==> config.mk <==
export PLATFORM = sky130hd
export DESIGN_NAME = dcache_ctrl_flat
export DESIGN_NICKNAME = d
export VERILOG_FILES = /design/src/rtl/dcache_pkg.sv /design/src/rtl/line_xfer_if.sv /design/src/rtl/dcache_ctrl.sv /design/src/flat_wrapper.sv
export SDC_FILE = /design/constraint.sdc
export NUM_CORES = 1
export LEC_CHECK = 0
export BUFFER_PORTS_ARGS = -buffer_cell sky130_fd_sc_hd__clkbuf_2
export CORE_AREA = 2 2 145 147
export CTS_CLUSTER_DIAMETER = 50
export DETAILED_ROUTE_END_ITERATION = 10
export DIE_AREA = 0 0 147 149
export GPL_ROUTABILITY_DRIVEN = 0
export PLACE_DENSITY = 0.71
export SLEW_MARGIN = 10
export SYNTH_ARGS = -nofsm -noshare
export SYNTH_HDL_FRONTEND = slang
export SYNTH_SLANG_ARGS = --single-unit
==> constraint.sdc <==
create_clock -name clk -period 5.7 [get_ports clk]
set_clock_uncertainty 0.1 [all_clocks]
set_input_delay 0.285 -clock clk [delete_from_list [all_inputs] [get_ports clk]]
set_output_delay 0.285 -clock clk [all_outputs]
set_load 0.1 [all_outputs]
==> src/rtl/dcache_pkg.sv <==
`default_nettype none

package dcache_pkg;

    localparam int ADDR_W = 32;

    typedef logic [31:0] word_t;

    typedef enum logic [2:0] {
        IDLE,
        LOOKUP,
        WRITEBACK,
        REFILL,
        RESPOND
    } ctrl_state_t;

    // direction of a line transfer, seen from the cache
    typedef enum logic {
        XFER_READ  = 1'b0,
        XFER_WRITE = 1'b1
    } xfer_op_t;

endpackage

`default_nettype wire
==> src/rtl/line_xfer_if.sv <==
`timescale 1ns/1ns
`default_nettype none

interface line_xfer_if import dcache_pkg::*; #(
    parameter int OFFSET_BITS = 5,
    parameter int INDEX_BITS  = 7
) ();

    localparam int TAG_W  = ADDR_W - OFFSET_BITS - INDEX_BITS;
    localparam int WSEL_W = OFFSET_BITS - 2;

    logic                        start;
    xfer_op_t                    op;
    // line number, tag then index
    logic [TAG_W+INDEX_BITS-1:0] line_addr;
    word_t                       wr_word;

    logic [WSEL_W-1:0]           beat_idx;
    logic                        rd_valid;
    word_t                       rd_word;
    logic                        wr_take;
    logic                        done;

    modport ctrl (
        output start, op, line_addr, wr_word,
        input  beat_idx, rd_valid, rd_word, wr_take, done
    );

    modport engine (
        input  start, op, line_addr, wr_word,
        output beat_idx, rd_valid, rd_word, wr_take, done
    );

endinterface

`default_nettype wire

==> src/rtl/dcache_ctrl.sv <==
`timescale 1ns/1ns
`default_nettype none

module dcache_ctrl import dcache_pkg::*; #(
    parameter int OFFSET_BITS = 5,
    parameter int INDEX_BITS  = 7
) (
    input  logic                                     clk,
    input  logic                                     rst,
    input  logic                                     req,
    input  logic                                     wr,
    input  logic [ADDR_W-1:0]                        addr,
    input  word_t                                    wdata,
    input  logic [3:0]                               wstrb,
    output logic                                     done,
    output word_t                                    rdata,
    output logic [INDEX_BITS-1:0]                    rd_index,
    output logic [ADDR_W-OFFSET_BITS-INDEX_BITS-1:0] rd_tag,
    input  logic                                     hit,
    input  logic                                     hit_way,
    input  logic                                     victim_way,
    input  logic                                     victim_dirty,
    input  logic [ADDR_W-OFFSET_BITS-INDEX_BITS-1:0] victim_tag,
    output logic                                     upd_en,
    output logic [INDEX_BITS-1:0]                    upd_index,
    output logic                                     upd_way,
    output logic [ADDR_W-OFFSET_BITS-INDEX_BITS-1:0] upd_tag,
    output logic                                     upd_fill,
    output logic                                     upd_dirty,
    output logic [INDEX_BITS+OFFSET_BITS-3:0]        rd_addr,
    output logic                                     rd_way,
    input  word_t                                    rd_word,
    output logic                                     we,
    output logic [INDEX_BITS+OFFSET_BITS-3:0]        wr_addr,
    output logic                                     wr_way,
    output word_t                                    wr_word,
    output logic [3:0]                               wr_strb,
    line_xfer_if.ctrl                                xfer
);

    localparam int TAG_W  = ADDR_W - OFFSET_BITS - INDEX_BITS;
    localparam int WSEL_W = OFFSET_BITS - 2;

    ctrl_state_t state;
    logic        missed;

    logic              req_wr;
    logic [ADDR_W-3:0] req_word_addr;
    word_t             req_wdata;
    logic [3:0]        req_wstrb;
    logic              vic_way;
    word_t             fill_word;

    logic [TAG_W-1:0]      req_tag;
    logic [INDEX_BITS-1:0] req_idx;
    logic [WSEL_W-1:0]     req_wsel;
    word_t                 strb_mask;
    word_t                 fill_merge;
    logic                  fill_hit_word;

    assign {req_tag, req_idx, req_wsel} = req_word_addr;

    // the lookup is read straight from the core address while in IDLE
    assign rd_index = addr[OFFSET_BITS +: INDEX_BITS];
    assign rd_tag   = addr[ADDR_W-1 -: TAG_W];

    assign upd_index = req_idx;
    assign upd_tag   = req_tag;

    assign strb_mask = {{8{req_wstrb[3]}}, {8{req_wstrb[2]}},
                        {8{req_wstrb[1]}}, {8{req_wstrb[0]}}};
    assign fill_hit_word = (xfer.beat_idx == req_wsel);
    // store bytes win over the refilled bytes
    assign fill_merge = (fill_hit_word && req_wr) ?
                        ((xfer.rd_word & ~strb_mask) | (req_wdata & strb_mask)) :
                        xfer.rd_word;

    assign xfer.wr_word = rd_word;
    assign done  = (state == RESPOND);
    assign rdata = missed ? fill_word : rd_word;

    always_comb begin
        rd_addr        = {req_idx, req_wsel};
        rd_way         = vic_way;
        we             = 1'b0;
        wr_addr        = {req_idx, req_wsel};
        wr_way         = vic_way;
        wr_word        = req_wdata;
        wr_strb        = req_wstrb;
        upd_en         = 1'b0;
        upd_way        = vic_way;
        upd_fill       = 1'b0;
        upd_dirty      = req_wr;
        xfer.start     = 1'b0;
        xfer.op        = XFER_READ;
        xfer.line_addr = {req_tag, req_idx};
        case (state)
            LOOKUP: begin
                if (hit) begin
                    rd_way  = hit_way;
                    we      = req_wr;
                    wr_way  = hit_way;
                    upd_en  = 1'b1;
                    upd_way = hit_way;
                end else begin
                    xfer.start = 1'b1;
                    if (victim_dirty) begin
                        xfer.op        = XFER_WRITE;
                        xfer.line_addr = {victim_tag, req_idx};
                    end
                end
            end
            WRITEBACK: begin
                // read one word ahead so wdata follows the accepted beat
                rd_addr    = {req_idx, xfer.beat_idx + WSEL_W'(xfer.wr_take)};
                xfer.start = xfer.done;
            end
            REFILL: begin
                we       = xfer.rd_valid;
                wr_addr  = {req_idx, xfer.beat_idx};
                wr_word  = fill_merge;
                wr_strb  = 4'hf;
                upd_en   = xfer.done;
                upd_fill = 1'b1;
            end
            default: begin
            end
        endcase
    end

    always_ff @(posedge clk) begin
        if (rst) begin
            state  <= IDLE;
            missed <= 1'b0;
        end else begin
            case (state)
                IDLE: begin
                    if (req) begin
                        state <= LOOKUP;
                    end
                end
                LOOKUP: begin
                    missed <= !hit;
                    if (hit) begin
                        state <= RESPOND;
                    end else if (victim_dirty) begin
                        state <= WRITEBACK;
                    end else begin
                        state <= REFILL;
                    end
                end
                WRITEBACK: begin
                    if (xfer.done) begin
                        state <= REFILL;
                    end
                end
                REFILL: begin
                    if (xfer.done) begin
                        state <= RESPOND;
                    end
                end
                default: begin
                    state <= IDLE;
                end
            endcase
        end
    end

    always_ff @(posedge clk) begin
        if (state == IDLE && req) begin
            req_wr        <= wr;
            req_word_addr <= addr[ADDR_W-1:2];
            req_wdata     <= wdata;
            req_wstrb     <= wstrb;
        end
        if (state == LOOKUP) begin
            vic_way <= victim_way;
        end
        if (state == REFILL && xfer.rd_valid && fill_hit_word) begin
            fill_word <= xfer.rd_word;
        end
    end

endmodule

`default_nettype wire

==> src/flat_wrapper.sv <==
// flat-port wrapper written by rule: the top's interface ports become plain ports
module dcache_ctrl_flat import dcache_pkg::*;
#(
    parameter int OFFSET_BITS = 5,
    parameter int INDEX_BITS  = 7
)
  (clk, rst, req, wr, addr, wdata, wstrb, done, rdata, rd_index, rd_tag, hit, hit_way, victim_way, victim_dirty, victim_tag, upd_en, upd_index, upd_way, upd_tag, upd_fill, upd_dirty, rd_addr, rd_way, rd_word, we, wr_addr, wr_way, wr_word, wr_strb, xfer_start, xfer_op, xfer_line_addr, xfer_wr_word, xfer_beat_idx, xfer_rd_valid, xfer_rd_word, xfer_wr_take, xfer_done);
  line_xfer_if #(.OFFSET_BITS(OFFSET_BITS), .INDEX_BITS(INDEX_BITS)) xfer_i ();
  input  logic clk;
  input  logic rst;
  input  logic req;
  input  logic wr;
  input  logic [ADDR_W-1:0] addr;
  input  word_t wdata;
  input  logic [3:0] wstrb;
  output logic done;
  output word_t rdata;
  output logic [INDEX_BITS-1:0] rd_index;
  output logic [ADDR_W-OFFSET_BITS-INDEX_BITS-1:0] rd_tag;
  input  logic hit;
  input  logic hit_way;
  input  logic victim_way;
  input  logic victim_dirty;
  input  logic [ADDR_W-OFFSET_BITS-INDEX_BITS-1:0] victim_tag;
  output logic upd_en;
  output logic [INDEX_BITS-1:0] upd_index;
  output logic upd_way;
  output logic [ADDR_W-OFFSET_BITS-INDEX_BITS-1:0] upd_tag;
  output logic upd_fill;
  output logic upd_dirty;
  output logic [INDEX_BITS+OFFSET_BITS-3:0] rd_addr;
  output logic rd_way;
  input  word_t rd_word;
  output logic we;
  output logic [INDEX_BITS+OFFSET_BITS-3:0] wr_addr;
  output logic wr_way;
  output word_t wr_word;
  output logic [3:0] wr_strb;
  output wire logic [$bits(xfer_i.start)-1:0] xfer_start;
  output wire logic [$bits(xfer_i.op)-1:0] xfer_op;
  output wire logic [$bits(xfer_i.line_addr)-1:0] xfer_line_addr;
  output wire logic [$bits(xfer_i.wr_word)-1:0] xfer_wr_word;
  input wire logic [$bits(xfer_i.beat_idx)-1:0] xfer_beat_idx;
  input wire logic [$bits(xfer_i.rd_valid)-1:0] xfer_rd_valid;
  input wire logic [$bits(xfer_i.rd_word)-1:0] xfer_rd_word;
  input wire logic [$bits(xfer_i.wr_take)-1:0] xfer_wr_take;
  input wire logic [$bits(xfer_i.done)-1:0] xfer_done;
  assign xfer_start = xfer_i.start;
  assign xfer_op = xfer_i.op;
  assign xfer_line_addr = xfer_i.line_addr;
  assign xfer_wr_word = xfer_i.wr_word;
  assign xfer_i.beat_idx = xfer_beat_idx;
  assign xfer_i.rd_valid = xfer_rd_valid;
  assign xfer_i.rd_word = xfer_rd_word;
  assign xfer_i.wr_take = xfer_wr_take;
  assign xfer_i.done = xfer_done;
  dcache_ctrl #(.OFFSET_BITS(OFFSET_BITS), .INDEX_BITS(INDEX_BITS)) u_core (.clk(clk), .rst(rst), .req(req), .wr(wr), .addr(addr), .wdata(wdata), .wstrb(wstrb), .done(done), .rdata(rdata), .rd_index(rd_index), .rd_tag(rd_tag), .hit(hit), .hit_way(hit_way), .victim_way(victim_way), .victim_dirty(victim_dirty), .victim_tag(victim_tag), .upd_en(upd_en), .upd_index(upd_index), .upd_way(upd_way), .upd_tag(upd_tag), .upd_fill(upd_fill), .upd_dirty(upd_dirty), .rd_addr(rd_addr), .rd_way(rd_way), .rd_word(rd_word), .we(we), .wr_addr(wr_addr), .wr_way(wr_way), .wr_word(wr_word), .wr_strb(wr_strb), .xfer(xfer_i));
endmodule
### Word level (Yosys, flattened, before mapping)

Cells that the tools add are included.

* muxes and demuxes: 27
* add/subtract/negate cells: 1
* eq/ne operators: 8
* reductions and logical operators: 7
* bitwise operators: 4

Operators with widths (number)
* 2-to-1 mux 32 bit: 3
* 2-to-1 mux 27 bit: 3
* bitwise AND 32 bit: 2
* inverter 32 bit: 1
* OR 32 bit: 1
* 2-to-1 mux 3 bit: 6
* one-hot mux 3 bit (4 select lines): 1
* 2-to-1 mux 1 bit: 10
* == test 3 x 2 -> 1 bit (second input constant): 2
* inequality test 2 bit (second input constant): 3
* one-hot mux 1 bit (2 select lines): 3
* logical AND 1 bit: 4
* 2-to-1 mux 4 bit: 1
* adder 3 x 1 -> 3 bit: 1
* == test 3 x 1 -> 1 bit (second input constant): 1
* == test 3 bit: 1
* == test 3 bit (second input constant): 1
* logical NOT 3 bit: 1
* AND reduction 3 bit: 1
* logical NOT 1 bit: 1

* word-level logic and storage cells: 55
* bits of input ports: 166
* output and inout bits: 211
* bits in registers: 104

### Logic depth before layout (Yosys ltp)

* word-level depth: 5
* gate-level depth with buffers: 7
* gate-level depth less buffers: 4

### Worst setup path before layout

No wires, ideal clock.

* path kind: register to register
* start: register u_core.state[1]
* end: register u_core.req_wdata[0] (enable)
* cell stages (with the launch flop): 4
* period minus slack after synthesis: 6212 ps
* data required time: 5012 ps
* setup slack: -512 ps
* arrival: 5524 ps
* cell sequence: dfxtp_1 > buf_6 > nor2b_1 > nor3b_1

* cells in the longest elaborated chain, start to end: 2

Ends and longest elaborated chain
* start, declared: RTL line dcache_ctrl.sv:44 `ctrl_state_t state;`
* start signal, assigned: RTL line dcache_ctrl.sv:133 `state <= IDLE;`
* start signal, assigned: RTL line dcache_ctrl.sv:139 `state <= LOOKUP;`
* start signal, assigned: RTL line dcache_ctrl.sv:145 `state <= RESPOND;`
* logical NOT 3 bit: RTL line dcache_ctrl.sv:170 `if (state == IDLE && req) begin`
* logical AND 1 bit: RTL line dcache_ctrl.sv:170
* end signal, assigned: RTL line dcache_ctrl.sv:173 `req_wdata <= wdata;`
* end, declared: RTL line dcache_ctrl.sv:49 `word_t req_wdata;`

Every way passes these cells.
A chain may end at the register's enable or synchronous reset.

### Worst setup path after layout

* start: register u_core.state[1]
* end: output wr_word[11]

* cells in the longest elaborated chain, start to end: 2

Ends and longest elaborated chain
* == test 3 x 2 -> 1 bit: RTL line dcache_ctrl.sv:97 `case (state)`
* 2-to-1 mux 32 bit: RTL line dcache_ctrl.sv:97
* end, declared: RTL line flat_wrapper.sv:37 `output word_t wr_word;`

Every way passes these cells.

==> summary.md <==
| Metric | Value |
|---|---|
| Synth warn | 0 |
| Peak supply drop | 190 uV |
| Clock sinks | 104 |
| Worst Max-Slew Pin Slew | 904 ps |
| Diodes inserted | 0 |
| Worst-Skew Late Latency | 360 ps |
| Overflow after GRT | 0 |
| Min-delay worst type | in2reg |
| Core area | 0.0206 mm2 |
| Most frequent cell after synthesis | buf_4 |
| Type of origin of the critical path | flop |
| Total GRT Usage | 15.4% |
| Setup violations, final | 0 |
| Clock buffer count from CTS | 9 |
| Required time of the critical path | 5320 ps |
| Initial DRT Pass Iterations | 5 |
| Post-synthesis sequential area ratio | 49.0% |
| Boundary Pins | 377 |
| Pins Over Slew Limit | 0 |
| DRT Wirelength | 17,600 um |
| Largest net degree at the start of global routing | 68 |
| Final instance area | 0.00837 mm2 |
| Synth-to-layout area growth | 33.0% |
| Leakage power | 3.96 nW |
| Fmax | 280 MHz |
| NumNets Final | 988 |
| Clock-pin slew on the worst setup and hold paths | 80 ps |
| CTS Root Cell | clkbuf_16 |
| Ys flop type | edfxtp_1 |
| TritonCTS clock tree | built |
| Syn_area_per_cell | 12.0 um2 |
| Max cap viols | 0 |
| Crit path max fanout | 40 |
| Setup CP Type | reg2out |
| Port buffer count | 374 |
| Share of cells above drive strength 1 | 59.5% |
| Share of the synthesized area in the top cell type | 47.8% |
| Synth area leader | edfxtp_1 |
| WL per Instance | 16.0 um |
| DR vias/cell | 4.50 |
| Antenna violations before repair | 1 |
| CTS H-tree lvls | 3 |
| Outcome | completed |
| Initial core utilization | 30.6% |
| Dpl cell area | 0.00756 mm2 |
| Crit end category | primary output |
| DRC errors left | 0 |
| Fraction of registers with async set/reset | 0% |
| CTS Buffer Depth | 2 |
| Die ar. | 0.0219 mm2 |
| Worst rel slew slack | 39.6% |
| RSZ-0062 raised after global routing | no |
| DR iter-0 viols | 246 |
| Vias in the first global route | 4,683 |
| Post_cts resized | 0 |
| First-pass GRT wire length | 26,000 um |
| Top post-synthesis cells by count | 118 x buf_4, 100 x edfxtp_1, 82 x nand2_1 |
| Synth top area cells | edfxtp_1 48%, buf_4 14%, o211ai_2 6.4% |
| Syn_nets | 692 |
| Final setup TNS | 0 ps |
| Core Rows | 53 |
| Yosys reg bits | 104 |
| Worst EP arrival | 3190 ps |
| Yosys cell types | 40 |
| Worst r2r path cells | 4 |
| Fill cells | 1,963 |
| Post-synth design cell area | 0.00629 mm2 |
| ANT nets after route | 0 |
| Chip width | 147 um |
| Mapped Cells | 524 |
| DP HPWL | 13,400 um |
| Final period util | 62.7% |
| Final Critical Period | 3570 ps |
| Die height | 149 um |
| Power Density | 362 mW/mm2 |
| Hold Path Depth | 1 |
| Min Hold Slack | 16.3 ps |
| Post-synth EDFFs | 100 |
| Endpoints failing hold | 0 |
| Via count | 4,953 |
## state kept, by name (all words and copies together) (netlist names)
register / count
u_core.req_wdata: 32
u_core.state: 3
u_core.upd_dirty: 1
u_core.fill_word: 32
u_core.req_wstrb: 4
u_core.req_word_addr: 30
u_core.missed: 1
u_core.vic_way: 1
## layout by cell type (no fill, tap or decap), types with 3 or more instances in the layout
cell and n:
clkbuf_2 374, edfxtp_1 100, nand2_1 82, dlygate4sd3_1 48, mux2_2 32, and3_1 32
nand4_1 32, o211ai_2 32, mux2_4 19, clkbuf_16 9, buf_4 6, nand2b_1 4
and4b_1 4, mux2_1 4, dfxtp_1 4, nor2_1 3, clkinvlp_4 3
## power by group
part           total (W)  internal, W  switching, W  leakage (nW)
sequential      0.000937     0.000898     0.0000388         0.967
clock           0.000692     0.000390      0.000302         0.150
combinational    0.00140     0.000240       0.00116          2.84
## final cells by class
class	count	area, um2	share of cell area [%]
flip-flops and latches	104	3080	36.8
repair buffers	428	2400	28.7
multi-input cells	275	2210	26.4
well taps	275	344	4.11
clock buffers	9	225	2.69
clock inverters	7	103	1.23
inverters	2	7.51	0.0897
## repair_timing
| action | CTS | global route |
|---|---|---|
| endpoints found under the hold margin | 47 | 1 |
| hold buffers | 47 | 1 |
| setup buffers | 0 | 0 |
## worst max-delay path, stage by stage, from the launching register on
cell      delay, ps
dfxtp_1         750
nand3b_4        490
inv_2           690
nand2_1         190
o211ai_2        180
clkbuf_2        490
## logic make-up after synthesis
group                      synth area share (%)
AOI/OAI and AO/OA                          7.10
xor gates and xnor gates                  0.915
muxes                                      11.1
and+or+nand+nor                            15.1
buffers and inverters                      16.4
adders and majority gates                 0.398
DFF                                        49.0
## path summary, 6_finish.rpt
kind	start	slack, ps	endpoint
worst max-delay path	u_core.state[1]$_SDFFE_PP0P_	2130	wr_word[11]
worst min-delay path	wdata[31]	20	u_core.req_wdata[31]$_DFFE_PP_
worst max register to register	u_core.state[1]$_SDFFE_PP0P_	2270	u_core.fill_word[10]$_DFFE_PP_
worst min register to register	u_core.state[2]$_SDFFE_PP0P_	610	u_core.state[1]$_SDFFE_PP0P_
## metrics by stage
stage	instances	power (W)	util [%]	setup WS [ps]
final	1100	0.00303	40.7	2130
after global routing	1100	0.00313	40.7	1910
after CTS	1099	0.00306	40.7	2070
after detailed placement	1036	0.00233	36.8	2230
after global placement	1036	0.00232	36.8	2240
after floorplan	524	0.00217	-	1880
## metal layers
layer	track usage (%)	up-vias	part of all wire, %
li1	-	2394	-
met1	18.9	2290	41
met2	27.4	250	52
met3	3.49	17	6.1
met4	4.33	2	1.5
met5	0	-	0.091
Note: power is estimated with default switching activity, not from simulation.
