===== src/rtl/dcache_pkg.sv =====
`default_nettype none

package dcache_pkg;

    localparam int ADDR_W = 32;

    typedef logic [31:0] word_t;

    typedef enum logic [2:0] {
        IDLE,
        LOOKUP,
        WRITEBACK,
        REFILL,
        RESPOND
    } ctrl_state_t;

    // direction of a line transfer, seen from the cache
    typedef enum logic {
        XFER_READ  = 1'b0,
        XFER_WRITE = 1'b1
    } xfer_op_t;

endpackage

`default_nettype wire

===== src/rtl/line_xfer_if.sv =====
`timescale 1ns/1ns
`default_nettype none

interface line_xfer_if import dcache_pkg::*; #(
    parameter int OFFSET_BITS = 5,
    parameter int INDEX_BITS  = 7
) ();

    localparam int TAG_W  = ADDR_W - OFFSET_BITS - INDEX_BITS;
    localparam int WSEL_W = OFFSET_BITS - 2;

    logic                        start;
    xfer_op_t                    op;
    // line number, tag then index
    logic [TAG_W+INDEX_BITS-1:0] line_addr;
    word_t                       wr_word;

    logic [WSEL_W-1:0]           beat_idx;
    logic                        rd_valid;
    word_t                       rd_word;
    logic                        wr_take;
    logic                        done;

    modport ctrl (
        output start, op, line_addr, wr_word,
        input  beat_idx, rd_valid, rd_word, wr_take, done
    );

    modport engine (
        input  start, op, line_addr, wr_word,
        output beat_idx, rd_valid, rd_word, wr_take, done
    );

endinterface

`default_nettype wire


===== src/rtl/dcache_axi_burst.sv =====
`timescale 1ns/1ns
`default_nettype none

module dcache_axi_burst import dcache_pkg::*; #(
    parameter int OFFSET_BITS = 5,
    parameter int INDEX_BITS  = 7
) (
    input  logic              clk,
    input  logic              rst,
    line_xfer_if.engine       xfer,
    output logic [ADDR_W-1:0] araddr,
    output logic [7:0]        arlen,
    output logic              arvalid,
    input  logic              arready,
    input  word_t             rdata_m,
    input  logic              rlast,
    input  logic              rvalid,
    output logic              rready,
    output logic [ADDR_W-1:0] awaddr,
    output logic [7:0]        awlen,
    output logic              awvalid,
    input  logic              awready,
    output word_t             wdata_m,
    output logic              wlast,
    output logic              wvalid,
    input  logic              wready,
    input  logic              bvalid,
    output logic              bready
);

    localparam int TAG_W  = ADDR_W - OFFSET_BITS - INDEX_BITS;
    localparam int WSEL_W = OFFSET_BITS - 2;
    localparam int WORDS  = 1 << WSEL_W;
    localparam logic [WSEL_W-1:0] PENULT = WSEL_W'(WORDS - 2);

    typedef enum logic [1:0] {E_IDLE, E_ADDR, E_DATA, E_RESP} eng_state_t;

    eng_state_t                  state;
    xfer_op_t                    op_q;
    logic [TAG_W+INDEX_BITS-1:0] line_q;
    logic [WSEL_W-1:0]           beat;
    logic                        done_q;

    assign araddr  = {line_q, {OFFSET_BITS{1'b0}}};
    assign awaddr  = {line_q, {OFFSET_BITS{1'b0}}};
    assign arlen   = 8'(WORDS - 1);
    assign awlen   = 8'(WORDS - 1);
    assign wdata_m = xfer.wr_word;

    assign xfer.beat_idx = beat;
    assign xfer.rd_valid = rvalid && rready;
    assign xfer.rd_word  = rdata_m;
    assign xfer.wr_take  = wvalid && wready;
    assign xfer.done     = done_q;

    always_ff @(posedge clk) begin
        if (state == E_IDLE && xfer.start) begin
            op_q   <= xfer.op;
            line_q <= xfer.line_addr;
        end
    end

    always_ff @(posedge clk) begin
        if (rst) begin
            state   <= E_IDLE;
            beat    <= '0;
            done_q  <= 1'b0;
            arvalid <= 1'b0;
            rready  <= 1'b0;
            awvalid <= 1'b0;
            wvalid  <= 1'b0;
            wlast   <= 1'b0;
            bready  <= 1'b0;
        end else begin
            done_q <= 1'b0;
            case (state)
                E_IDLE: begin
                    if (xfer.start) begin
                        beat    <= '0;
                        arvalid <= (xfer.op == XFER_READ);
                        awvalid <= (xfer.op == XFER_WRITE);
                        state   <= E_ADDR;
                    end
                end
                E_ADDR: begin
                    if (arvalid && arready) begin
                        arvalid <= 1'b0;
                        rready  <= 1'b1;
                        state   <= E_DATA;
                    end
                    if (awvalid && awready) begin
                        awvalid <= 1'b0;
                        wvalid  <= 1'b1;
                        state   <= E_DATA;
                    end
                end
                E_DATA: begin
                    if (op_q == XFER_READ) begin
                        if (rvalid && rready) begin
                            beat <= beat + 1'b1;
                            if (rlast) begin
                                rready <= 1'b0;
                                done_q <= 1'b1;
                                state  <= E_IDLE;
                            end
                        end
                    end else if (wvalid && wready) begin
                        beat  <= beat + 1'b1;
                        wlast <= (beat == PENULT);
                        if (wlast) begin
                            wvalid <= 1'b0;
                            wlast  <= 1'b0;
                            bready <= 1'b1;
                            state  <= E_RESP;
                        end
                    end
                end
                default: begin
                    // wait for the write response
                    if (bvalid && bready) begin
                        bready <= 1'b0;
                        done_q <= 1'b1;
                        state  <= E_IDLE;
                    end
                end
            endcase
        end
    end

endmodule

`default_nettype wire


===== src/flat_wrapper.sv =====
// flat-port wrapper written by rule: the top's interface ports become plain ports
module dcache_axi_burst_flat import dcache_pkg::*;
#(
    parameter int OFFSET_BITS = 5,
    parameter int INDEX_BITS  = 7
)
  (clk, rst, araddr, arlen, arvalid, arready, rdata_m, rlast, rvalid, rready, awaddr, awlen, awvalid, awready, wdata_m, wlast, wvalid, wready, bvalid, bready, xfer_start, xfer_op, xfer_line_addr, xfer_wr_word, xfer_beat_idx, xfer_rd_valid, xfer_rd_word, xfer_wr_take, xfer_done);
  line_xfer_if #(.OFFSET_BITS(OFFSET_BITS), .INDEX_BITS(INDEX_BITS)) xfer_i ();
  input  logic clk;
  input  logic rst;
  output logic [ADDR_W-1:0] araddr;
  output logic [7:0] arlen;
  output logic arvalid;
  input  logic arready;
  input  word_t rdata_m;
  input  logic rlast;
  input  logic rvalid;
  output logic rready;
  output logic [ADDR_W-1:0] awaddr;
  output logic [7:0] awlen;
  output logic awvalid;
  input  logic awready;
  output word_t wdata_m;
  output logic wlast;
  output logic wvalid;
  input  logic wready;
  input  logic bvalid;
  output logic bready;
  input wire logic [$bits(xfer_i.start)-1:0] xfer_start;
  input wire logic [$bits(xfer_i.op)-1:0] xfer_op;
  input wire logic [$bits(xfer_i.line_addr)-1:0] xfer_line_addr;
  input wire logic [$bits(xfer_i.wr_word)-1:0] xfer_wr_word;
  output wire logic [$bits(xfer_i.beat_idx)-1:0] xfer_beat_idx;
  output wire logic [$bits(xfer_i.rd_valid)-1:0] xfer_rd_valid;
  output wire logic [$bits(xfer_i.rd_word)-1:0] xfer_rd_word;
  output wire logic [$bits(xfer_i.wr_take)-1:0] xfer_wr_take;
  output wire logic [$bits(xfer_i.done)-1:0] xfer_done;
  assign xfer_i.start = xfer_start;
  assign xfer_i.op = xfer_op;
  assign xfer_i.line_addr = xfer_line_addr;
  assign xfer_i.wr_word = xfer_wr_word;
  assign xfer_beat_idx = xfer_i.beat_idx;
  assign xfer_rd_valid = xfer_i.rd_valid;
  assign xfer_rd_word = xfer_i.rd_word;
  assign xfer_wr_take = xfer_i.wr_take;
  assign xfer_done = xfer_i.done;
  dcache_axi_burst #(.OFFSET_BITS(OFFSET_BITS), .INDEX_BITS(INDEX_BITS)) u_core (.clk(clk), .rst(rst), .xfer(xfer_i), .araddr(araddr), .arlen(arlen), .arvalid(arvalid), .arready(arready), .rdata_m(rdata_m), .rlast(rlast), .rvalid(rvalid), .rready(rready), .awaddr(awaddr), .awlen(awlen), .awvalid(awvalid), .awready(awready), .wdata_m(wdata_m), .wlast(wlast), .wvalid(wvalid), .wready(wready), .bvalid(bvalid), .bready(bready));
endmodule

===== config.mk =====
export PLATFORM = sky130hd
export DESIGN_NAME = dcache_axi_burst_flat
export DESIGN_NICKNAME = d
export VERILOG_FILES = /design/src/rtl/dcache_pkg.sv /design/src/rtl/line_xfer_if.sv /design/src/rtl/dcache_axi_burst.sv /design/src/flat_wrapper.sv
export SDC_FILE = /design/constraint.sdc
export NUM_CORES = 1
export LEC_CHECK = 0
export BUFFER_PORTS_ARGS = -buffer_cell sky130_fd_sc_hd__buf_2
export CORE_ASPECT_RATIO = 0.9
export CORE_MARGIN = 5
export CORE_UTILIZATION = 25
export DETAILED_ROUTE_END_ITERATION = 10
export HOLD_SLACK_MARGIN = 0.08
export SLEW_MARGIN = 20
export SYNTH_ARGS = -nofsm -noshare
export SYNTH_HDL_FRONTEND = slang
export SYNTH_SLANG_ARGS = --single-unit

===== constraint.sdc =====
create_clock -name clk -period 3.91 [get_ports clk]
set_clock_uncertainty 0.15 [all_clocks]
set_input_delay 0.5865 -clock clk [delete_from_list [all_inputs] [get_ports clk]]
set_output_delay 0.5865 -clock clk [all_outputs]
set_load 0.02 [all_outputs]

Yosys cells after proc, flatten, opt, wreduce, memory -nomap -nowiden
Index checks and enable logic that the tools add are counted.

Eq/ne operators: 17. Reductions and logical operators: 21. Muxes and demuxes: 42. Bitwise logic cells: 2. Add/sub/neg operators: 1.

Operators with widths (number): 2-to-1 mux 1 bit (21); 2-to-1 mux 2 bit (9); AND reduction 5 bit (3); 2-to-1 mux 3 bit (4); one-hot mux 1 bit (2 select lines) (6); != test 2 bit (second input constant) (5); != test 3 x 2 -> 1 bit (second input constant) (3); AND reduction 3 bit (3); != test 2 x 1 -> 1 bit (second input constant) (4); nonzero test 2 bit (4); AND reduction 7 bit (1); logical AND 1 bit (6); one-hot mux 2 bit (3 select lines) (1); one-hot mux 3 bit (2 select lines) (1); AND reduction 4 bit (1); nonzero test 4 bit (1); adder 3 x 1 -> 3 bit (second input constant) (1); equality test 3 bit (second input constant) (1); != test 3 x 1 -> 1 bit (second input constant) (1); != test 3 bit (second input constant) (1); equality test 2 x 1 -> 1 bit (second input constant) (1); equality test 2 bit (second input constant) (1); zero test 2 bit (1); inverter 1 bit (2); OR reduction 2 bit (1).

Input bits: 101. Logic and storage cells: 94. Register bits: 40.

Depth between registers and ports, before layout
Gate-level depths: netlist of run 1.

Depth in word-level cells: 4. Gate-level depth with buffers: 6. Mapped depth without buffers: 6.

Least setup slack after synthesis of run 1
OpenSTA, ideal clock, no wires.

Kind: reg-to-reg. Start: register u_core.state[1]. End: register u_core.state[0]. Buffers on the path: 0. Cell stages (with the launch flop): 7. Required time: 3.690 ns. Slack: 1.893 ns. Data arrival time: 1.797 ns. Library setup time: 0.070 ns. Clock period less this slack: 2.017 ns. Cells stage by stage: dfxtp_1 > inv_1 > ha_1 > a21boi_1 > a221o_1 > or4_1 > a21oi_1.

Longest elaborated chain between the ends: 3.

Ends and longest elaborated chain: start, declared (line dcache_axi_burst.sv:38) `eng_state_t state;`; start signal, assigned (line dcache_axi_burst.sv:65) `state <= E_IDLE;`; start signal, assigned (line dcache_axi_burst.sv:82) `state <= E_ADDR;`; start signal, assigned (line dcache_axi_burst.sv:89) `state <= E_DATA;`; equality test 2 bit (tied with other cells) (line dcache_axi_burst.sv:76) `case (state)`; != test 3 x 2 -> 1 bit (no line) (tied with other cells); AND reduction 7 bit (no line).

Parallel ways exist; a longest one is shown, timed or not. A chain may end at the register's enable or synchronous reset.

Worst setup path in the final report of run 1
Ends and elaborated chain as after synthesis.

==> results.tsv, run 1 <==
stage	metric	value	unit
logic_synthesis	YS warnings	0	
placed_design	Worst Setup Slack post-DPL	1730	ps
global_routing	initial antenna violation count	0	
die	I/O pin count	257	
worst_setup_path	critical path peak fanout	7	
logic_synthesis	synth top area cells	buf_4 (35%), edfxtp_1 (33%), dfxtp_1 (9.6%), ha_1 (3.5%), a21oi_1 (2.2%)	
finish	design area	0.00252	mm^2
power	worst vdd ir	0.228	mV
worst_setup_path	Max stage delay cell, worst path	or4_1	
sta	fmax	455	MHz
logic_synthesis	sequential fraction of the synthesis area	43.0	%
die	Die Wd	116	um
finish	fillers	1065	
clock_network	cts hold-fix bufs	0	
clock_network	H-tree levels	2	
finish	Final Util	25.9	%
power	LEAKAGE	1.12	nW
global_routing	pin count of the biggest net entering global routing	20	
sta	final setup fails	0	
drt	Post-route DRC	0	
clock_network	Bufs on Longest Clock Path	2	
drt	DRT antenna net count	0	
die	num rows	34	
logic_synthesis	post-synth design cell area	0.00251	mm^2
finish	Nets	366	
logic_synthesis	Cells after Synth	242	
worst_setup_path	worst path cell trace	inv_1, ha_1, a21boi_1, a221o_1, or4_1, a21oi_1	
clock_network	CTS Root Cell	clkbuf_8	
die	Die Y	105	um
drt	Routed WL	5270	um
worst_hold_path	Min-Delay Path Class	in -> reg	
logic_synthesis	synth unique cells	35	
global_routing	first-pass GRT wire length	7340	um
finish	ratio of cells with drive above 1 in the final layout	44.8	%
clock_network	# Post-CTS Setup Buffers	0	
sta	crit share post-route	56.2	%
worst_setup_path	Worst Path Required	3990	ps
clock_network	worst skew pair latency	290	ps
drt	vias per cell	3.93	
placed_design	placed cell count	377	
sta	Max Slew Vio Count	0	
clock_network	cts repair resizes	0	
logic_synthesis	Post-synth EDFFs	28	
global_routing	total congestion overflow	0	
clock_network	Clock Sinks	40	
logic_synthesis	most area-hungry cell type in the Yosys netlist	buf_4	
drt	Iter 0 DRT Violations	66	
finish	Inserted Diodes	0	
logic_synthesis	most frequent cell after synthesis	buf_4	
worst_setup_path	CP startpoint kind	register	
clock_network	CTS tree	built	
clock_network	Num CTS Buffers	5	
worst_setup_path	Largest delay share family, worst path	compound AO/OA/AOI/OAI gates	
logic_synthesis	FF+latch count, synth	40	
run	Max Cap Violations	0	
finish	area of the multi-input gates	617	um^2
finish	Syn-to-layout area delta	0.249	%
placed_design	GP Congestion	0.765	
drt	wire per inst	13.7	um
power	power density over cell area	643	mW/mm^2
logic_synthesis	share of the synthesized area in the top cell type	35.0	%
sta	final worst path period need	2200	ps
drt	DRT Pass-1 Iters	4	
die	Core Region	0.00974	mm^2
die	Initial Utilization	25.8	%
placed_design	placed instance area	0.00240	mm^2
worst_setup_path	Critical path buffers and inverters	1	
worst_setup_path	max incr delay on CP	470	ps
sta	RSZ-0062 raised after global routing	false	
sta	Final WS setup	1710	ps
drt	vias	1512	
global_routing	vias in the first global route	1411	
global_routing	GRT Util Overall	7.76	%
placed_design	I/O Buffers	102	
logic_synthesis	Post-synth top flop	edfxtp_1	
die	Die ar.	0.0122	mm^2
worst_setup_path	worst setup path category	reg -> reg	
logic_synthesis	post-synthesis area per instance	10.4	um^2
run_status	status	finished, final reports clean	
placed_design	dpl hpwl	4340	um
finish	Register Area	0.00108	mm^2
worst_setup_path	Worst EP arrival	2280	ps
clock_network	Reg clk slew, reported paths	90	ps
logic_synthesis	Async SR Flop Fraction	0	%
worst_setup_path	CP Capture Type	register	
sta	Final Hold Viols	0	
logic_synthesis	Post-synth top cells	buf_4 (117), edfxtp_1 (28), dfxtp_1 (12)	
finish	final std cells w/o fill	385	
sta	setup TNS	0	ps
## flip-flops by register name, indices dropped and copies added (netlist names)
signal and flops:
u_core.op_q 1, u_core.arvalid 1, u_core.awvalid 1, u_core.rready 1
u_core.bready 1, u_core.state 2, u_core.xfer.done 1, u_core.wvalid 1
u_core.xfer.beat_idx 3, u_core.wlast 1, u_core.line_q 27
## layout make-up
| type | count | share of cell area [%] |
|---|---|---|
| flip-flops and latches | 40 | 42.9 |
| multi-input cells | 102 | 24.5 |
| repair buffers | 103 | 20.9 |
| well taps | 126 | 6.26 |
| clock buffers | 5 | 2.73 |
| clock inverters | 3 | 1.84 |
| inverters | 6 | 0.894 |
## worst reg2reg max path, cell delays in order, from the launching register on
cell	delay, ps
dfxtp_1	410
inv_1	100
ha_1	270
a21boi_1	190
a221o_1	410
or4_1	470
a21oi_1	140
## metrics by stage
step / total power [mW] / hold slack (ps)
after floorplan: 1.24 / 334
after CTS: 1.65 / 303
after detailed placement: 1.29 / 338
after global routing: 1.73 / 291
after global placement: 1.27 / 322
final: 1.62 / 317
## cell usage in the layout (no fill, tap or decap), types with 5 or more instances in the layout
master and n:
nand2_1 7, dfxtp_1 12, clkbuf_8 5, a21oi_1 11
inv_1 6, o21ai_0 8, ha_1 7, conb_1 26
buf_2 102, edfxtp_1 28
## power breakdown
group          total (mW)  internal, mW  leakage (nW)  switching [mW]
Combinational       0.666         0.227         0.704           0.439
Sequential          0.604         0.555         0.365          0.0487
Clock               0.349         0.192        0.0548           0.156
## cell families (layout without fill, tap and decap cells)
family | after synthesis | after routing | share of synthesized area [%]
buffers and inverters | 124 | 117 | 36.0
DFF | 40 | 40 | 43.0
and+or+nand+nor | 36 | 36 | 8.47
AOI/OAI and AO/OA | 31 | 31 | 7.92
adders and majority gates | 7 | 7 | 3.49
other | 2 | 26 | 0.299
muxes | 2 | 2 | 0.797
## final timing paths
check	startpoint	to	slack (ps)	cells past startpoint
max	u_core.state[1]	u_core.state[0]	1710	6
min	xfer_line_addr[18]	u_core.line_q[18]	320	1
max reg2reg	u_core.state[1]	u_core.state[0]	1710	6
min reg2reg	u_core.xfer.beat_idx[2]	u_core.xfer.beat_idx[2]	350	2
## metal layers
| layer | vias up | wire (um) | track usage [%] |
|---|---|---|---|
| met4 | 0 | 106 | 3.15 |
| met5 | - | 0 | 0 |
| met2 | 110 | 2400 | 13.2 |
| li1 | 703 | - | - |
| met3 | 18 | 937 | 3.93 |
| met1 | 681 | 1830 | 8.07 |
No activity file was read; power rests on OpenSTA's default activity.
==> run 2: changes to the inputs <==
- clock period: 3.91 -> 2.29 ns (I/O delays scaled with it)
==> run 2 against run 1 <==
Via count up 7.4%. Sequential share of layout area is 3.7 points lower. Worst hold slack lost 220 ps. Register-to-register slack lost 1600 ps. Final cell count up 6.5%. Flip-flop and latch count unchanged. Maximum frequency grew 2.8%. Non-clock buffer count grew 25. Global-route usage rose by 0.29 points. Die area unchanged. Count of clock-buffer cells in the layout stayed put. Critical path type unchanged. Largest power group unchanged.
==> results.tsv, run 2 (synthesis gave the netlist of run 1 again) <==
stage	metric	value	unit	change
worst_setup_path	CP startpoint kind	register		
drt	vias per cell	3.96		+0.86%
power	LEAKAGE	1.23	nW	+9.2%
placed_design	Worst Setup Slack post-DPL	123	ps	-1610 ps
clock_network	Bufs on Longest Clock Path	2		unchanged
drt	Routed WL	5510	um	+4.6%
die	num rows	34		unchanged
sta	RSZ-0062 raised after global routing	false		
worst_setup_path	reg2reg start	u_core.state[1]		
placed_design	GP Congestion	0.765		about the same
finish	Inserted Diodes	0		unchanged
drt	wire per inst	13.4	um	-1.8%
die	Die ar.	0.0122	mm^2	unchanged
worst_setup_path	R2R setup slack	150	ps	-1560 ps
worst_hold_path	Worst Hold Path Cells	1		unchanged
clock_network	# Post-CTS Setup Buffers	0		unchanged
clock_network	Num CTS Buffers	5		unchanged
clock_network	H-tree levels	2		unchanged
global_routing	pin count of the biggest net entering global routing	29		+45%
finish	Reg with most FFs	u_core.line_q		
global_routing	vias in the first global route	1546		+9.6%
finish	commonest non-fill, non-tap cell in the layout	buf_2		
drt	DRT Pass-1 Iters	4		unchanged
die	Core Region	0.00974	mm^2	unchanged
worst_hold_path	Min-Delay Path Class	in -> reg		
power	sw power	1.08	mW	+68%
sta	setup TNS	0	ps	unchanged
clock_network	worst skew pair latency	290	ps	about the same
power	Sw Ratio	39.2	%	-0.59 points
power	proportion of power drawn by combinational gates	41.9	%	+0.8 points
finish	Nets	391		+6.8%
sta	final setup fails	0		unchanged
finish	most frequent cells in the layout	buf_2 (102), edfxtp_1 (28), conb_1 (26)		
die	Die Y	105	um	unchanged
power	Clock Power Share	20.6	%	-0.9 points
die	Initial Utilization	25.8	%	unchanged
sta	Final WS setup	154	ps	-1560 ps
finish	Syn-to-layout area delta	9.81	%	
clock_network	CTS tree	built		
sta	final worst path period need	2140	ps	-59.8 ps
power	internal power	1.68	mW	+72%
global_routing	total congestion overflow	0		unchanged
clock_network	Clock Sinks	40		unchanged
power	Seq pwr share	37.5	%	+0.2 points
global_routing	first-pass GRT wire length	7760	um	+5.6%
placed_design	I/O Buffers	102		unchanged
sta	Max Slew Vio Count	0		unchanged
global_routing	GRT Util Overall	8.06	%	+0.29 points
worst_hold_path	Hold EP	u_core.line_q[0]		
sta	crit share post-route	93.3	%	+37 points
worst_setup_path	R2R Path End	u_core.state[0]		
worst_setup_path	Worst Path Required	2370	ps	-1620 ps
drt	vias	1624		+7.4%
worst_setup_path	worst setup path category	reg -> reg		
finish	max FFs per register	27		unchanged
worst_setup_path	worst r2r path cells	6		unchanged
run	Max Cap Violations	0		unchanged
worst_setup_path	critical path peak fanout	7		unchanged
finish	Register Area	0.00108	mm^2	+0.12%
run_status	status	finished, final reports clean		
die	Die Wd	116	um	unchanged
sta	fmax	468	MHz	+2.8%
global_routing	initial antenna violation count	0		unchanged
finish	area of the multi-input gates	617	um^2	unchanged
drt	Post-route DRC	0		unchanged
clock_network	Reg clk slew, reported paths	90	ps	about the same
clock_network	CTS Root Cell	clkbuf_8		
worst_setup_path	Worst EP arrival	2210	ps	-70 ps
finish	fillers	1032		-3.1%
power	worst vdd ir	0.376	mV	+65%
power	power density over cell area	1000	mW/mm^2	+56%
worst_hold_path	hold path startpoint	xfer_line_addr[0]		
worst_setup_path	CP Capture Type	register		
placed_design	dpl hpwl	4360	um	+0.44%
die	I/O pin count	257		unchanged
drt	Iter 0 DRT Violations	68		+3.0%
drt	DRT antenna net count	0		unchanged
sta	Final Hold Viols	0		unchanged
finish	ratio of cells with drive above 1 in the final layout	40.8	%	-3.9 points
power	Overall Power	2.76	mW	+71%
run 2: cell types whose count changed in the layout (fill, tap and decap cells not counted):
cell | previous run | this run
dfxtp_1 | 12 | 11
inv_6 | 1 | 0
clkinv_4 | 0 | 1
dlygate4sd3_1 | 0 | 25
clkinv_1 | 0 | 1
dfxtp_2 | 0 | 1
buf_4 | 0 | 1
buf_8 | 1 | 0
clkinvlp_4 | 1 | 0
run 2: how the worst max path moves through the flow:
stage	slack (ps)	cells after the start	startpoint	end
after CTS	100	6	u_core.state[1]	u_core.state[0]
after global routing	60	6	u_core.state[1]	u_core.state[0]
after global placement	170	6	u_core.state[1]	u_core.state[0]
after floorplan	270	6	u_core.state[1]	u_core.state[0]
final	150	6	u_core.state[1]	u_core.state[0]
after detailed placement	120	6	u_core.state[1]	u_core.state[0]
run 2: repair_timing:
item | 4_1_cts | 5_1_grt
setup endpoints to repair | 0 | 1
hold buffers | 22 | 3
gates resized for setup | 0 | 1
endpoints found under the hold margin | 22 | 3
run 2: cell type report:
cell class	instances	area share (%)
clock inverter	3	1.54
clock buffer	5	2.49
inverter	6	0.816
multi-input combinational	102	22.4
sequential	40	39.2
tap	126	5.71
timing repair buffer	128	27.8
run 2: metal layers:
layer  vias up  global-route usage, %  wire length (um)
met2       118                   14.9              2590
met5         -                      0                 0
met4         0                   3.15                84
li1        754                      -                 -
met1       734                   7.74              1930
met3        18                   3.53               905
run 2: per-stage QoR:
| stage | util, % | cell area [um^2] | instances | hold slack [ps] |
|---|---|---|---|---|
| after floorplan | - | 2600 | 266 | 273 |
| after global routing | 28.3 | 2760 | 410 | 81.8 |
| final | 28.3 | 2760 | 410 | 98.2 |
| after detailed placement | 24.6 | 2400 | 377 | 328 |
| after global placement | 24.6 | 2400 | 377 | 323 |
| after CTS | 28.0 | 2730 | 407 | 81.4 |
run 2: power groups by stage:
stage,logic [mW],clock network (mW),registers (mW)
final,1.16,0.569,1.04
after global routing,1.28,0.631,1.06
after CTS,1.17,0.604,1.04
after detailed placement,1.13,0,1.05
after global placement,1.12,0,1.04
after floorplan,0.941,0,1.17
run 2: critical path: stages (launching register included):
cell and delay, ps:
dfxtp_2 370, inv_1 90, ha_1 250, a21boi_1 180
a221o_1 400, or4_1 480, a21oi_1 140
==> run 3: changes to the inputs <==
- CTS_BUF_LIST: default -> sky130_fd_sc_hd__clkbuf_16
- MAX_ROUTING_LAYER: default -> met4
==> run 3 against run 2 <==
Utilization decreased by 1.8 points. Combinational power about the same. Sequential share of layout area increased by 2.6 points. Maximum frequency increased by 0.36%. Register-to-register slack about the same. Sequential power about the same. Critical path depth unchanged. Critical path type unchanged. Largest cell class unchanged. Highest routed layer unchanged.
==> results.tsv, run 3 (synthesis gave the netlist of run 1 again) <==
stage	metric	value	unit	change
power	Overall Power	2.94	mW	+6.5%
sta	Max Slew Vio Count	0		unchanged
die	I/O pin count	257		unchanged
die	Core Region	0.00974	mm^2	unchanged
finish	Reg with most FFs	u_core.line_q		
run_status	status	finished, final reports clean		
finish	max FFs per register	27		unchanged
clock_network	Clock Sinks	40		unchanged
finish	commonest non-fill, non-tap cell in the layout	buf_2		
finish	Syn-to-layout area delta	2.89	%	
power	proportion of power drawn by combinational gates	38.3	%	-3.6 points
finish	Nets	368		-5.9%
drt	DRT Pass-1 Iters	4		unchanged
clock_network	worst skew pair latency	280	ps	about the same
sta	Final Hold Viols	0		unchanged
clock_network	CTS tree	built		
global_routing	vias in the first global route	1465		-5.2%
placed_design	Worst Setup Slack post-DPL	123	ps	unchanged
placed_design	GP Congestion	0.775		+1.3%
drt	DRT antenna net count	0		unchanged
sta	setup TNS	0	ps	unchanged
sta	crit share post-route	92.9	%	-0.34 points
sta	fmax	470	MHz	+0.36%
die	Die Y	105	um	unchanged
die	Die Wd	116	um	unchanged
worst_setup_path	critical path peak fanout	7		unchanged
finish	fillers	1052		+1.9%
power	power density over cell area	1140	mW/mm^2	+14%
drt	wire per inst	13.7	um	+1.9%
global_routing	total congestion overflow	0		unchanged
die	Die ar.	0.0122	mm^2	unchanged
drt	Post-route DRC	0		unchanged
power	Clock Power Share	26.4	%	+5.8 points
worst_setup_path	Worst Path Required	2350	ps	-20 ps
clock_network	Num CTS Buffers	5		unchanged
sta	final worst path period need	2130	ps	-7.69 ps
clock_network	CTS Root Cell	clkbuf_16		
clock_network	Bufs on Longest Clock Path	2		unchanged
global_routing	GRT Util Overall	8.02	%	-0.033 points
clock_network	# Post-CTS Setup Buffers	0		unchanged
worst_setup_path	worst setup path category	reg -> reg		
clock_network	H-tree levels	2		unchanged
finish	most frequent cells in the layout	buf_2 (102), edfxtp_1 (28), conb_1 (26)		
worst_setup_path	Worst EP arrival	2190	ps	-20 ps
drt	vias per cell	3.98		+0.53%
finish	Inserted Diodes	0		unchanged
global_routing	first-pass GRT wire length	7440	um	-4.1%
sta	RSZ-0062 raised after global routing	false		
drt	vias	1541		-5.1%
power	sw power	1.10	mW	+1.4%
power	Seq pwr share	35.3	%	-2.2 points
clock_network	Reg clk slew, reported paths	60	ps	-30 ps
sta	final setup fails	0		unchanged
die	num rows	34		unchanged
die	Initial Utilization	25.8	%	unchanged
drt	Iter 0 DRT Violations	83		+22%
worst_setup_path	CP Capture Type	register		
power	internal power	1.85	mW	+9.8%
worst_hold_path	Min-Delay Path Class	in -> reg		
worst_setup_path	CP startpoint kind	register		
placed_design	dpl hpwl	4360	um	unchanged
sta	Final WS setup	162	ps	+7.69 ps
finish	ratio of cells with drive above 1 in the final layout	44.4	%	+3.6 points
global_routing	pin count of the biggest net entering global routing	29		unchanged
worst_setup_path	R2R setup slack	160	ps	about the same
drt	Routed WL	5310	um	-3.8%
power	LEAKAGE	1.16	nW	-5.7%
global_routing	initial antenna violation count	0		unchanged
placed_design	I/O Buffers	102		unchanged
power	worst vdd ir	0.467	mV	+24%
power	Sw Ratio	37.3	%	-1.9 points
run	Max Cap Violations	0		unchanged
-- run 3: per-layer routing --
layer | global-route usage [%] | up-vias | part of all wire (%)
li1 | - | 707 | -
met1 | 7.46 | 712 | 34
met2 | 14.3 | 106 | 48
met3 | 3.53 | 16 | 17
met4 | 3.15 | 0 | 1.7
met5 | - | - | 0
-- run 3: area by class of cell --
| cell class | instances | area (um^2) | share of cell area, % |
|---|---|---|---|
| repair buffers | 105 | 538 | 20.8 |
| well taps | 126 | 158 | 6.10 |
| clock inverters | 3 | 42.5 | 1.65 |
| clock buffers | 5 | 125 | 4.84 |
| flip-flops and latches | 40 | 1080 | 41.9 |
| inverters | 6 | 22.5 | 0.871 |
| multi-input cells | 102 | 617 | 23.9 |
-- run 3: worst max-delay path: stages, from the launching register on --
cell and delay [ps]:
dfxtp_2 360, inv_1 90, ha_1 250, a21boi_1 180, a221o_1 400, or4_1 480, a21oi_1 140
-- run 3: what timing repair did --
action                     in CTS  in global routing
hold buffers                    1                  1
setup endpoints to repair       0                  1
hold endpoints to repair        1                  1
resized for setup               0                  1
-- run 3: worst paths after layout --
path	endpoint	from	depth (start not counted)
max	u_core.state[0]	u_core.state[1]	6
min	u_core.line_q[9]	xfer_line_addr[9]	1
max reg2reg	u_core.state[0]	u_core.state[1]	6
min reg2reg	u_core.rready	u_core.rready	2
-- run 3: power by group through the flow --
stage	registers [mW]	logic [mW]	clock network, mW
finish	1.04	1.13	0.776
global route	1.05	1.24	0.841
CTS	1.04	1.14	0.815
detailed placement	1.05	1.13	0
global placement	1.04	1.12	0
floorplan	1.17	0.941	0
-- run 3: per-stage QoR --
step | hold WS, ps | util, % | cells | instance area [um^2]
floorplan | 273 | - | 266 | 2600
CTS | 82.8 | 26.4 | 386 | 2570
global placement | 323 | 24.6 | 377 | 2400
detailed placement | 328 | 24.6 | 377 | 2400
finish | 92.3 | 26.5 | 387 | 2580
global route | 81.8 | 26.5 | 387 | 2580
